### src/logic/demux_defs.svh
// sizing for the memory router; all widths are in bits
// NUM_TARGETS and MAX_OUTSTANDING_READS are expected to be powers of two

`ifndef DEMUX_DEFS_SVH
`define DEMUX_DEFS_SVH

// byte address and data word
`define ADDR_WIDTH 32
`define DATA_WIDTH 32

// memory targets and address-map rules
`define NUM_TARGETS 2
`define NUM_RULES 2

// reads in flight between demux and requester
`define MAX_OUTSTANDING_READS 4

// words per target memory
`define TARGET_WORDS 64

`endif

### src/logic/addr_map_pkg.sv
// address map types; a rule matches when (addr & mask) == value
// the rule table is configuration and must stay constant after reset

`include "demux_defs.svh"

package addr_map_pkg;

  // byte address
  typedef logic [`ADDR_WIDTH-1:0] addr_t;

  // binary target index
  typedef logic [$clog2(`NUM_TARGETS)-1:0] target_idx_t;

  // one-hot target selection, bit i for target i
  typedef logic [`NUM_TARGETS-1:0] target_sel_t;

  typedef struct packed {
    addr_t       mask;
    addr_t       value;
    target_idx_t target_idx;
  } addr_rule_t;

endpackage

### src/logic/bus_pkg.sv
// request and response payloads of the memory bus
// handshake signals travel next to these structs, not inside them

`include "demux_defs.svh"

package bus_pkg;

  import addr_map_pkg::*;

  // one data word
  typedef logic [`DATA_WIDTH-1:0] data_t;

  // wdata is ignored for reads
  typedef struct packed {
    addr_t addr;
    logic  write;
    data_t wdata;
  } mem_req_t;

  // reads only; writes get no response
  typedef struct packed {
    data_t rdata;
  } mem_rsp_t;

endpackage

### src/logic/addr_demux.sv
// routes one requester to NUM_TARGETS memories by the rule table
// read responses return in issue order; writes get no response

`include "demux_defs.svh"

module addr_demux
  import addr_map_pkg::*;
  import bus_pkg::*;
(
  input  logic                             clk_i,
  input  logic                             arst_n_i,
  // upstream side
  input  mem_req_t                         req_i,
  input  logic                             req_valid_i,
  output logic                             req_ready_o,
  output mem_rsp_t                         rsp_o,
  output logic                             rsp_valid_o,
  input  logic                             rsp_ready_i,
  // rule table
  input  addr_rule_t [`NUM_RULES-1:0]      addr_map_i,
  // target side
  output mem_req_t                         tgt_req_o,
  output logic [`NUM_TARGETS-1:0]          tgt_req_valid_o,
  input  logic [`NUM_TARGETS-1:0]          tgt_req_ready_i,
  input  mem_rsp_t [`NUM_TARGETS-1:0]      tgt_rsp_i,
  input  logic [`NUM_TARGETS-1:0]          tgt_rsp_valid_i,
  output logic [`NUM_TARGETS-1:0]          tgt_rsp_ready_o
);

  target_idx_t req_tgt;
  target_sel_t req_sel;
  target_sel_t fifo_sel;
  target_sel_t head_sel;
  logic        fifo_full;
  logic        fifo_empty;
  logic        fifo_push;
  logic        fifo_pop;
  logic        slot_ok;

  addr_rule_decoder u_decoder (
    .addr_i       (req_i.addr),
    .rules_i      (addr_map_i),
    .target_idx_o (req_tgt)
  );

  assign req_sel = target_sel_t'(1'b1) << req_tgt;

  // a read needs a free FIFO slot, a write never does
  assign slot_ok = !fifo_full || req_i.write;

  assign tgt_req_o       = req_i;
  assign tgt_req_valid_o = (req_valid_i && slot_ok) ? req_sel : '0;
  assign req_ready_o     = slot_ok && tgt_req_ready_i[req_tgt];

  assign fifo_push = req_valid_i && req_ready_o && !req_i.write;
  assign fifo_pop  = rsp_valid_o && rsp_ready_i;

  read_order_fifo #(
    .DEPTH (`MAX_OUTSTANDING_READS)
  ) u_order_fifo (
    .clk_i    (clk_i),
    .arst_n_i (arst_n_i),
    .push_i   (fifo_push),
    .sel_i    (req_sel),
    .pop_i    (fifo_pop),
    .sel_o    (fifo_sel),
    .full_o   (fifo_full),
    .empty_o  (fifo_empty)
  );

  // the head entry is stale storage while the FIFO is empty
  assign head_sel = fifo_empty ? '0 : fifo_sel;

  always_comb begin
    rsp_o       = '0;
    rsp_valid_o = 1'b0;
    for (int i = 0; i < `NUM_TARGETS; i++) begin
      if (head_sel[i]) begin
        rsp_o       = tgt_rsp_i[i];
        rsp_valid_o = tgt_rsp_valid_i[i];
      end
    end
  end

  // other targets keep their responses until they reach the head
  assign tgt_rsp_ready_o = head_sel & {`NUM_TARGETS{rsp_ready_i}};

  a_req_forwarded: assert property (@(posedge clk_i) disable iff (!arst_n_i)
    (req_valid_i && req_ready_o) |-> |(tgt_req_valid_o & tgt_req_ready_i));

  // an accepted write leaves the order FIFO untouched
  a_write_no_push: assert property (@(posedge clk_i) disable iff (!arst_n_i)
    (req_valid_i && req_ready_o && req_i.write) |=> $stable(u_order_fifo.wr_ptr));

endmodule

### src/logic/addr_rule_decoder.sv
// first matching rule wins; with no match the address goes to rule 0's target
// purely combinational

`include "demux_defs.svh"

module addr_rule_decoder
  import addr_map_pkg::*;
(
  input  addr_t                         addr_i,
  input  addr_rule_t [`NUM_RULES-1:0]   rules_i,
  output target_idx_t                   target_idx_o
);

  logic [`NUM_RULES-1:0] rule_match;

  // all rules are compared in parallel
  always_comb begin
    for (int i = 0; i < `NUM_RULES; i++) begin
      rule_match[i] = (addr_i & rules_i[i].mask) == rules_i[i].value;
    end
  end

  // scan from the highest rule down so the lowest match is the last to write
  always_comb begin
    target_idx_o = rules_i[0].target_idx;
    for (int i = `NUM_RULES - 1; i >= 0; i--) begin
      if (rule_match[i]) begin
        target_idx_o = rules_i[i].target_idx;
      end
    end
  end

endmodule

### src/logic/demux_subsystem_top.sv
// router with two targets; target 1 is the slow one
// addr_map_i must be held constant after reset

`include "demux_defs.svh"

module demux_subsystem_top
  import addr_map_pkg::*;
  import bus_pkg::*;
(
  input  logic                        clk_i,
  input  logic                        arst_n_i,
  input  mem_req_t                    req_i,
  input  logic                        req_valid_i,
  output logic                        req_ready_o,
  output mem_rsp_t                    rsp_o,
  output logic                        rsp_valid_o,
  input  logic                        rsp_ready_i,
  input  addr_rule_t [`NUM_RULES-1:0] addr_map_i
);

  mem_req_t                        tgt_req;
  logic [`NUM_TARGETS-1:0]         tgt_req_valid;
  logic [`NUM_TARGETS-1:0]         tgt_req_ready;
  mem_rsp_t [`NUM_TARGETS-1:0]     tgt_rsp;
  logic [`NUM_TARGETS-1:0]         tgt_rsp_valid;
  logic [`NUM_TARGETS-1:0]         tgt_rsp_ready;

  addr_demux u_demux (
    .clk_i           (clk_i),
    .arst_n_i        (arst_n_i),
    .req_i           (req_i),
    .req_valid_i     (req_valid_i),
    .req_ready_o     (req_ready_o),
    .rsp_o           (rsp_o),
    .rsp_valid_o     (rsp_valid_o),
    .rsp_ready_i     (rsp_ready_i),
    .addr_map_i      (addr_map_i),
    .tgt_req_o       (tgt_req),
    .tgt_req_valid_o (tgt_req_valid),
    .tgt_req_ready_i (tgt_req_ready),
    .tgt_rsp_i       (tgt_rsp),
    .tgt_rsp_valid_i (tgt_rsp_valid),
    .tgt_rsp_ready_o (tgt_rsp_ready)
  );

  // fast target
  sram_target #(
    .READ_LATENCY (1)
  ) u_tgt0 (
    .clk_i       (clk_i),
    .arst_n_i    (arst_n_i),
    .req_i       (tgt_req),
    .req_valid_i (tgt_req_valid[0]),
    .req_ready_o (tgt_req_ready[0]),
    .rsp_o       (tgt_rsp[0]),
    .rsp_valid_o (tgt_rsp_valid[0]),
    .rsp_ready_i (tgt_rsp_ready[0])
  );

  // slow target
  sram_target #(
    .READ_LATENCY (3)
  ) u_tgt1 (
    .clk_i       (clk_i),
    .arst_n_i    (arst_n_i),
    .req_i       (tgt_req),
    .req_valid_i (tgt_req_valid[1]),
    .req_ready_o (tgt_req_ready[1]),
    .rsp_o       (tgt_rsp[1]),
    .rsp_valid_o (tgt_rsp_valid[1]),
    .rsp_ready_i (tgt_rsp_ready[1])
  );

endmodule

### src/logic/read_order_fifo.sv
// order FIFO of one-hot target selections; DEPTH must be a power of two
// push when full or pop when empty is illegal

`include "demux_defs.svh"

module read_order_fifo
  import addr_map_pkg::*;
#(
  parameter int unsigned DEPTH = `MAX_OUTSTANDING_READS
) (
  input  logic        clk_i,
  input  logic        arst_n_i,
  input  logic        push_i,
  input  target_sel_t sel_i,
  input  logic        pop_i,
  output target_sel_t sel_o,
  output logic        full_o,
  output logic        empty_o
);

  localparam int unsigned PTR_W = (DEPTH > 1) ? $clog2(DEPTH) : 1;
  localparam int unsigned CNT_W = $clog2(DEPTH + 1);

  target_sel_t            entries [DEPTH];
  logic [PTR_W-1:0]       wr_ptr;
  logic [PTR_W-1:0]       rd_ptr;
  logic [CNT_W-1:0]       fill;

  assign full_o  = fill == CNT_W'(DEPTH);
  assign empty_o = fill == '0;
  assign sel_o   = entries[rd_ptr];

  // pointers wrap on their own since DEPTH is a power of two
  always_ff @(posedge clk_i or negedge arst_n_i) begin
    if (!arst_n_i) begin
      wr_ptr <= '0;
      rd_ptr <= '0;
      fill   <= '0;
    end else begin
      if (push_i) begin
        wr_ptr <= wr_ptr + 1'b1;
      end
      if (pop_i) begin
        rd_ptr <= rd_ptr + 1'b1;
      end
      if (push_i && !pop_i) begin
        fill <= fill + 1'b1;
      end else if (pop_i && !push_i) begin
        fill <= fill - 1'b1;
      end
    end
  end

  always_ff @(posedge clk_i) begin
    if (push_i) begin
      entries[wr_ptr] <= sel_i;
    end
  end

  a_no_overflow: assert property (@(posedge clk_i) disable iff (!arst_n_i)
    push_i |-> !full_o);

  a_no_underflow: assert property (@(posedge clk_i) disable iff (!arst_n_i)
    pop_i |-> !empty_o);

endmodule

### src/logic/sram_target.sv
// word-addressed memory, index wraps modulo TARGET_WORDS; reads return after
// READ_LATENCY edges when the output is free, writes are accepted at any time

`include "demux_defs.svh"

module sram_target
  import addr_map_pkg::*;
  import bus_pkg::*;
#(
  parameter int unsigned READ_LATENCY = 1
) (
  input  logic     clk_i,
  input  logic     arst_n_i,
  input  mem_req_t req_i,
  input  logic     req_valid_i,
  output logic     req_ready_o,
  output mem_rsp_t rsp_o,
  output logic     rsp_valid_o,
  input  logic     rsp_ready_i
);

  localparam int unsigned OFS_W = $clog2(`DATA_WIDTH / 8);
  localparam int unsigned IDX_W = $clog2(`TARGET_WORDS);

  data_t                   mem [`TARGET_WORDS];
  logic [IDX_W-1:0]        word_idx;
  logic [READ_LATENCY-1:0] pipe_valid;
  data_t                   pipe_data [READ_LATENCY];
  logic [READ_LATENCY:0]   can_load;
  logic                    hold_valid;
  mem_rsp_t                hold_rsp;
  logic                    rd_accept;
  logic                    wr_accept;

  assign word_idx = req_i.addr[OFS_W +: IDX_W];

  // a stage may load when it is empty or its successor can take its entry;
  // the top bit is the hold register
  always_comb begin
    can_load[READ_LATENCY] = !hold_valid || rsp_ready_i;
    for (int i = READ_LATENCY - 1; i >= 0; i--) begin
      can_load[i] = !pipe_valid[i] || can_load[i+1];
    end
  end

  // reads stop only when every stage and the hold register are full
  assign req_ready_o = req_i.write || can_load[0];
  assign rd_accept   = req_valid_i && req_ready_o && !req_i.write;
  assign wr_accept   = req_valid_i && req_ready_o && req_i.write;

  always_ff @(posedge clk_i or negedge arst_n_i) begin
    if (!arst_n_i) begin
      pipe_valid <= '0;
      hold_valid <= 1'b0;
    end else begin
      if (can_load[0]) begin
        pipe_valid[0] <= rd_accept;
      end
      for (int i = 1; i < READ_LATENCY; i++) begin
        if (can_load[i]) begin
          pipe_valid[i] <= pipe_valid[i-1];
        end
      end
      if (can_load[READ_LATENCY]) begin
        hold_valid <= pipe_valid[READ_LATENCY-1];
      end
    end
  end

  always_ff @(posedge clk_i) begin
    if (wr_accept) begin
      mem[word_idx] <= req_i.wdata;
    end
    if (rd_accept) begin
      pipe_data[0] <= mem[word_idx];
    end
    for (int i = 1; i < READ_LATENCY; i++) begin
      if (can_load[i] && pipe_valid[i-1]) begin
        pipe_data[i] <= pipe_data[i-1];
      end
    end
    if (can_load[READ_LATENCY] && pipe_valid[READ_LATENCY-1]) begin
      hold_rsp.rdata <= pipe_data[READ_LATENCY-1];
    end
  end

  assign rsp_o       = hold_rsp;
  assign rsp_valid_o = hold_valid;

  a_rsp_stable: assert property (@(posedge clk_i) disable iff (!arst_n_i)
    (rsp_valid_o && !rsp_ready_i) |=> (rsp_valid_o && $stable(rsp_o)));

endmodule

### config.mk
export PLATFORM = sky130hd
export DESIGN_NAME = demux_subsystem_top
export DESIGN_NICKNAME = d
export VERILOG_FILES = /design/src/logic/addr_map_pkg.sv /design/src/logic/bus_pkg.sv /design/src/logic/addr_demux.sv /design/src/logic/addr_rule_decoder.sv /design/src/logic/demux_subsystem_top.sv /design/src/logic/read_order_fifo.sv /design/src/logic/sram_target.sv
export VERILOG_INCLUDE_DIRS = /design/src /design/src/logic
export SDC_FILE = /design/constraint.sdc
export NUM_CORES = 2
export LEC_CHECK = 0
export BUFFER_PORTS_ARGS = -buffer_cell sky130_fd_sc_hd__buf_4
export CAP_MARGIN = 20
export CORE_MARGIN = 1
export CORE_UTILIZATION = 25
export DETAILED_ROUTE_END_ITERATION = 7
export GPL_TIMING_DRIVEN = 0
export PLACE_DENSITY = 0.5
export REMOVE_ABC_BUFFERS = 1
export SLEW_MARGIN = 30
export SYNTH_ARGS = -nofsm -noshare
export SYNTH_HDL_FRONTEND = slang
export SYNTH_HIERARCHICAL = 1
export SYNTH_MEMORY_MAX_BITS = 65536
export SYNTH_SLANG_ARGS = --single-unit
### constraint.sdc
create_clock -name clk_i -period 5.6 [get_ports clk_i]
set_input_delay 0.56 -clock clk_i [delete_from_list [all_inputs] [get_ports clk_i]]
set_output_delay 0.56 -clock clk_i [all_outputs]
set_load 0.005 [all_outputs]
== Word level (Yosys, flattened, before mapping) ==
Memory sizes are Yosys's and may differ from the RTL's. A register that Yosys moved wholly into a read port is not among the register bits.
Index checks and enable logic that the tools add are counted.
Storage, ports and cells
  register bits after elaboration: 13
  bits in writable memories: 4232
  output and inout port bits: 34
  memories: 5
Operators by class
  add/subtract/negate cells: 4
  order comparisons: 1
  equal/unequal tests: 3
  shift-type cells: 1
  mux-type cells: 26
  bitwise logic cells: 3
  reductions and logical operators: 38
Memory list
  u_tgt0.mem: words 64, bits a word 32, rd ports 1, clocked after Yosys merged registers in 0, write ports 1, RTL line sram_target.sv:25  | data_t mem [`TARGET_WORDS];
  u_tgt1.mem: words 64, bits a word 32, rd ports 1, clocked after Yosys merged registers in 0, write ports 1, RTL line sram_target.sv:25
  u_tgt1.pipe_data: words 3, bits a word 32, rd ports 3, clocked after Yosys merged registers in 1, write ports 3, RTL line sram_target.sv:28  | data_t pipe_data [READ_LATENCY];
  u_tgt0.pipe_data: words 1, bits a word 32, rd ports 1, clocked after Yosys merged registers in 1, write ports 1, RTL line sram_target.sv:28
  u_demux.u_order_fifo.entries: words 4, bits a word 2, rd ports 1, clocked after Yosys merged registers in 0, write ports 1, RTL line read_order_fifo.sv:24  | target_sel_t entries [DEPTH];
Operators by type and width (number)
  $and A32 B32 Y32: 2
  $eq A32 B32 Y1: 2
  $mux W32: 2
  $mux W1: 20
  $logic_and A1 B1 Y1: 17
  $logic_not A1 Y1: 10
  $logic_or A1 B1 Y1: 9
  $mux W3: 2
  $add A2 B1 Y2 const B: 2
  $mux W2: 2
  $add A3 B1 Y3 const B: 1
  $eq A3 B3 Y1 const B: 1
  $logic_not A3 Y1: 1
  $sub A3 B1 Y3 const B: 1
  $and A2 B2 Y2: 1
  $lt A1 B2 Y1 const B: 1
  $reduce_bool A2 Y1: 1
  $shl A1 B1 Y2 const A: 1

== Depth between registers and ports, before layout ==
  word-level depth: 17
  mapped depth: 16

== Modules after synthesis ==
Netlist, hierarchy kept.
Modules (own cells, without submodules)
  sram_target (u_tgt1): times used 1, cells each 4518, area each 81574.5 sq um
  sram_target (u_tgt0): times used 1, cells each 4542, area each 80191.9 sq um
  addr_demux: times used 1, cells each 192, area each 1204.9 sq um
  addr_rule_decoder: times used 1, cells each 150, area each 944.7 sq um
  read_order_fifo: times used 1, cells each 44, area each 683.2 sq um

== Least setup slack after synthesis ==
No wires, ideal clock.
  path type: in2reg
  from: in req_i[36] (netlist bit)
  to: mem u_tgt0/pipe_data[0][0] (netlist bit) (enable)
  library setup time: 468 ps
  arrival: 4610 ps
  required time: 5132 ps
  slack: 522 ps
  stages on the path: 9
  buffers on the path: 0
  path through: nand2_1 xnor2_1 nor4_1 nand4_1 o211ai_1 mux2_1 nor3b_1 inv_1 nor3b_1
Between the ends
  cells in the longest elaborated chain, start to end: 10
  elaborated cells between the ends (all ways): 12
  classes of those cells: eq/ne: 2; shift: 1; mux: 5; bitwise: 2; reduce/logical: 2
Ends and longest elaborated chain
  from (decl): RTL line demux_subsystem_top.sv:12  | input mem_req_t req_i,
  $and A32 B32 Y32: RTL line addr_rule_decoder.sv:19  | rule_match[i] = (addr_i & rules_i[i].mask) == rules_i[i].value;
  $eq A32 B32 Y1: RTL line addr_rule_decoder.sv:19
  $mux W1: RTL line addr_rule_decoder.sv:27  | if (rule_match[i]) begin
  $mux W1 *: RTL line addr_rule_decoder.sv:27
  $shl A1 B1 Y2 *: RTL line addr_demux.sv:46  | assign req_sel = target_sel_t'(1'b1) << req_tgt;
  $mux W2 *: RTL line addr_demux.sv:52  | assign tgt_req_valid_o = (req_valid_i && slot_ok) ? req_sel : '0;
  net tgt_req_valid[0]: RTL line demux_subsystem_top.sv:22  | logic [`NUM_TARGETS-1:0] tgt_req_valid;
  $logic_and A1 B1 Y1 * (2 in a row): RTL line sram_target.sv:48  | assign rd_accept = req_valid_i && req_ready_o && !req_i.write;
  net u_tgt0.rd_accept: RTL line sram_target.sv:32  | logic rd_accept;
  $mux W1 *: RTL line sram_target.sv:74  | if (rd_accept) begin
  $mux W1 (implied by the code) *: RTL line sram_target.sv:75  | pipe_data[0] <= mem[word_idx];
  to (decl): RTL line sram_target.sv:28
Mark *: on every way through the listed nets, which the timed path passes. The rest lies on a longest branch.

==> results.json <==
{
  "status": "finished, final reports clean",
  "num-nets-final": 10156,
  "place_ws_ps": -1545,
  "gp_congestion": 0.7695,
  "met1_usage_pct": 22.48,
  "end_kind": "flop",
  "io_pins": 233,
  "cp.arrival_ps": 6190,
  "fin_ws_ps": 100.1,
  "crit_path_top_delay_cell": "o21ai_1",
  "syn_area_um2": 164400,
  "htree_levels": 5,
  "cts_tree": "built",
  "vias": 97516,
  "die_area_um2": 660900,
  "drive_above_1_share_pct": 18.35,
  "crit_fanout": 103,
  "leakagePower_nw": 62.75,
  "grt-busiest-layer": "met2",
  "rsz0062_at_grt": "false",
  "grt_pass1_vias": 91457,
  "fin_skew_ps": 100.9,
  "hold_ws_ps": 74.73,
  "dpl.hpwl_um": 357800,
  "grt_pass1_wl_um": 762100,
  "insertion_delay_ps": 1000,
  "grt_util_met2_pct": 24.92,
  "avgSynthCellArea_um2": 17.45,
  "syn_inst": 9420,
  "relSlewSlack_pct": 26.75,
  "rows": 297,
  "grt_max_degree": 104,
  "root_buffer": "clkbuf_16",
  "power_density_nw_per_um2": 341.1,
  "worst_setup_path_start_kind": "input port",
  "hold_viol": 0,
  "grt_antenna_before_repair": 52,
  "path_cells": "buf_16 > buf_16 > buf_16 > buf_16 > buf_16 > buf_16 > nor2b_4 > buf_16 > buf_16 > buf_16 > a221oi_1 > nor2_1 > o21ai_1 > nand3_1 > or3_1",
  "clk_pin_slew_worst_paths_ps": 60,
  "io_buffers": 232,
  "report.power.total_w": 0.06925,
  "area.growth.synth_to_final_pct": 23.50,
  "period_minus_slack_ps": 5500,
  "clock.fmax_mhz": 181.8,
  "cp.required_ps": 6290,
  "cts-buffers-inserted": 416,
  "final_common_cell": "edfxtp_1",
  "drt-total-wl_um": 556700,
  "avgViaCountPerCell": 5.131,
  "final_cell_mix": "4296 x edfxtp_1, 694 x a221oi_1, 664 x a22oi_1, 452 x buf_16, 422 x clkbuf_16",
  "cts_sinks": 4309,
  "core_area_um2": 654800,
  "first_pass_iters": 8,
  "drtIter0Drc": 12528,
  "grt_usage_pct": 16.11,
  "max-cap-violations": 0,
  "fin_area_um2": 203000,
  "grt_util_met3_pct": 2.991,
  "tightest_slew_ps": 1090,
  "start_util_pct": 25.11,
  "crit_path_frequent_cell": "buf_16",
  "drc": 0,
  "placed_area_um2": 189500,
  "min_path_type": "input port to flop",
  "finalSetupViolations": 0,
  "grt_overflow": 0,
  "final.period_utilization_pct": 98.21,
  "die_w_um": 812.9,
  "ys_warn_count": 6,
  "drt-wirelength-per-cell_um": 29.29,
  "die_h_um": 812.9,
  "drv_slew": 0,
  "vdd_drop_max_uv": 297.8,
  "clock_path_buffers": 4,
  "ant_nets": 0,
  "slowest_delay_ps": 730,
  "crit_type": "input port to flop"
}
-- power by group --
group	internal, W	switching [W]	total [W]
combinational	0.00183	0.00403	0.00585
sequential	0.0357	0.000103	0.0358
clock	0.0152	0.0123	0.0276
-- timing repair --
| item | 4_1_cts | 5_1_grt |
|---|---|---|
| endpoints found under the setup margin | 1654 | 118 |
| setup buffers | 8 | 6 |
| hold buffers | 28 | 0 |
| resized for setup | 10 | 4 |
| pin swaps | 8 | 6 |
| hold endpoints to repair | 692 | 0 |
-- metal layers --
metal | wire (µm) | vias up
li1 | - | 40335
met2 | 251000 | 4702
met3 | 48270 | 895
met5 | 49 | -
met4 | 23330 | 8
met1 | 234000 | 51576
-- registers in the layout, summed over array words and instances (netlist names) --
register / flops
u_tgt1/pipe_valid: 3
u_demux/u_order_fifo/rd_ptr: 2
u_tgt1/rsp_o: 32
u_tgt1/rsp_valid_o: 1
u_tgt1/mem: 2048
u_demux/u_order_fifo/entries: 8
u_demux/u_order_fifo/fill: 3
u_demux/u_order_fifo/wr_ptr: 2
u_tgt0/rsp_valid_o: 1
u_tgt1/pipe_data: 96
u_tgt0/pipe_data: 32
u_tgt0/rsp_o: 32
u_tgt0/pipe_valid: 1
u_tgt0/mem: 2048
-- critical path: cells and delay by family --
| kind | cells | cell delay (ps) |
|---|---|---|
| simple gates | 4 | 1390 |
| compound gates | 2 | 990 |
| buf+inv | 9 | 2700 |
-- metrics by stage --
| step | utilization [%] | TNS, ps | std cells |
|---|---|---|---|
| after floorplan | - | -4436740 | 8667 |
| after global placement | 26.49 | - | 17570 |
| after detailed placement | 28.95 | -3795370 | 18162 |
| after CTS | 30.98 | 0 | 18955 |
| after global routing | 31.00 | 0 | 18978 |
| final | 31.01 | 0 | 19006 |
-- path summary, 6_finish.rpt --
check                                                from                             end  slack [ps]  depth (start not counted)
hold / removal                                req_valid_i            u_tgt1/pipe_valid[0]          70                          4
max in group asynchronous                        arst_n_i  u_demux/u_order_fifo/wr_ptr[1]        5230                          2
setup / recovery                                req_i[37]         u_tgt1/pipe_data[0][23]         100                         15
hold reg to reg                    u_tgt1/pipe_data[0][0]          u_tgt1/pipe_data[1][0]         380                          0
setup reg to reg           u_demux/u_order_fifo/rd_ptr[0]    u_demux/u_order_fifo/fill[1]        1680                         12
min in group asynchronous                        arst_n_i  u_demux/u_order_fifo/wr_ptr[0]         150                          2
-- area by class of cell --
cell class | count | area [µm²]
Clock buffer | 514 | 10910
Timing Repair Buffer | 866 | 16620
Antenna cell | 45 | 112.6
Tap cell | 8671 | 10850
Sequential cell | 4309 | 129300
Multi-Input combinational cell | 4339 | 33040
Fill cell | 63346 | 451700
Inverter | 19 | 107.6
Clock inverter | 243 | 2074
Note: power is estimated with default switching activity, not from simulation.
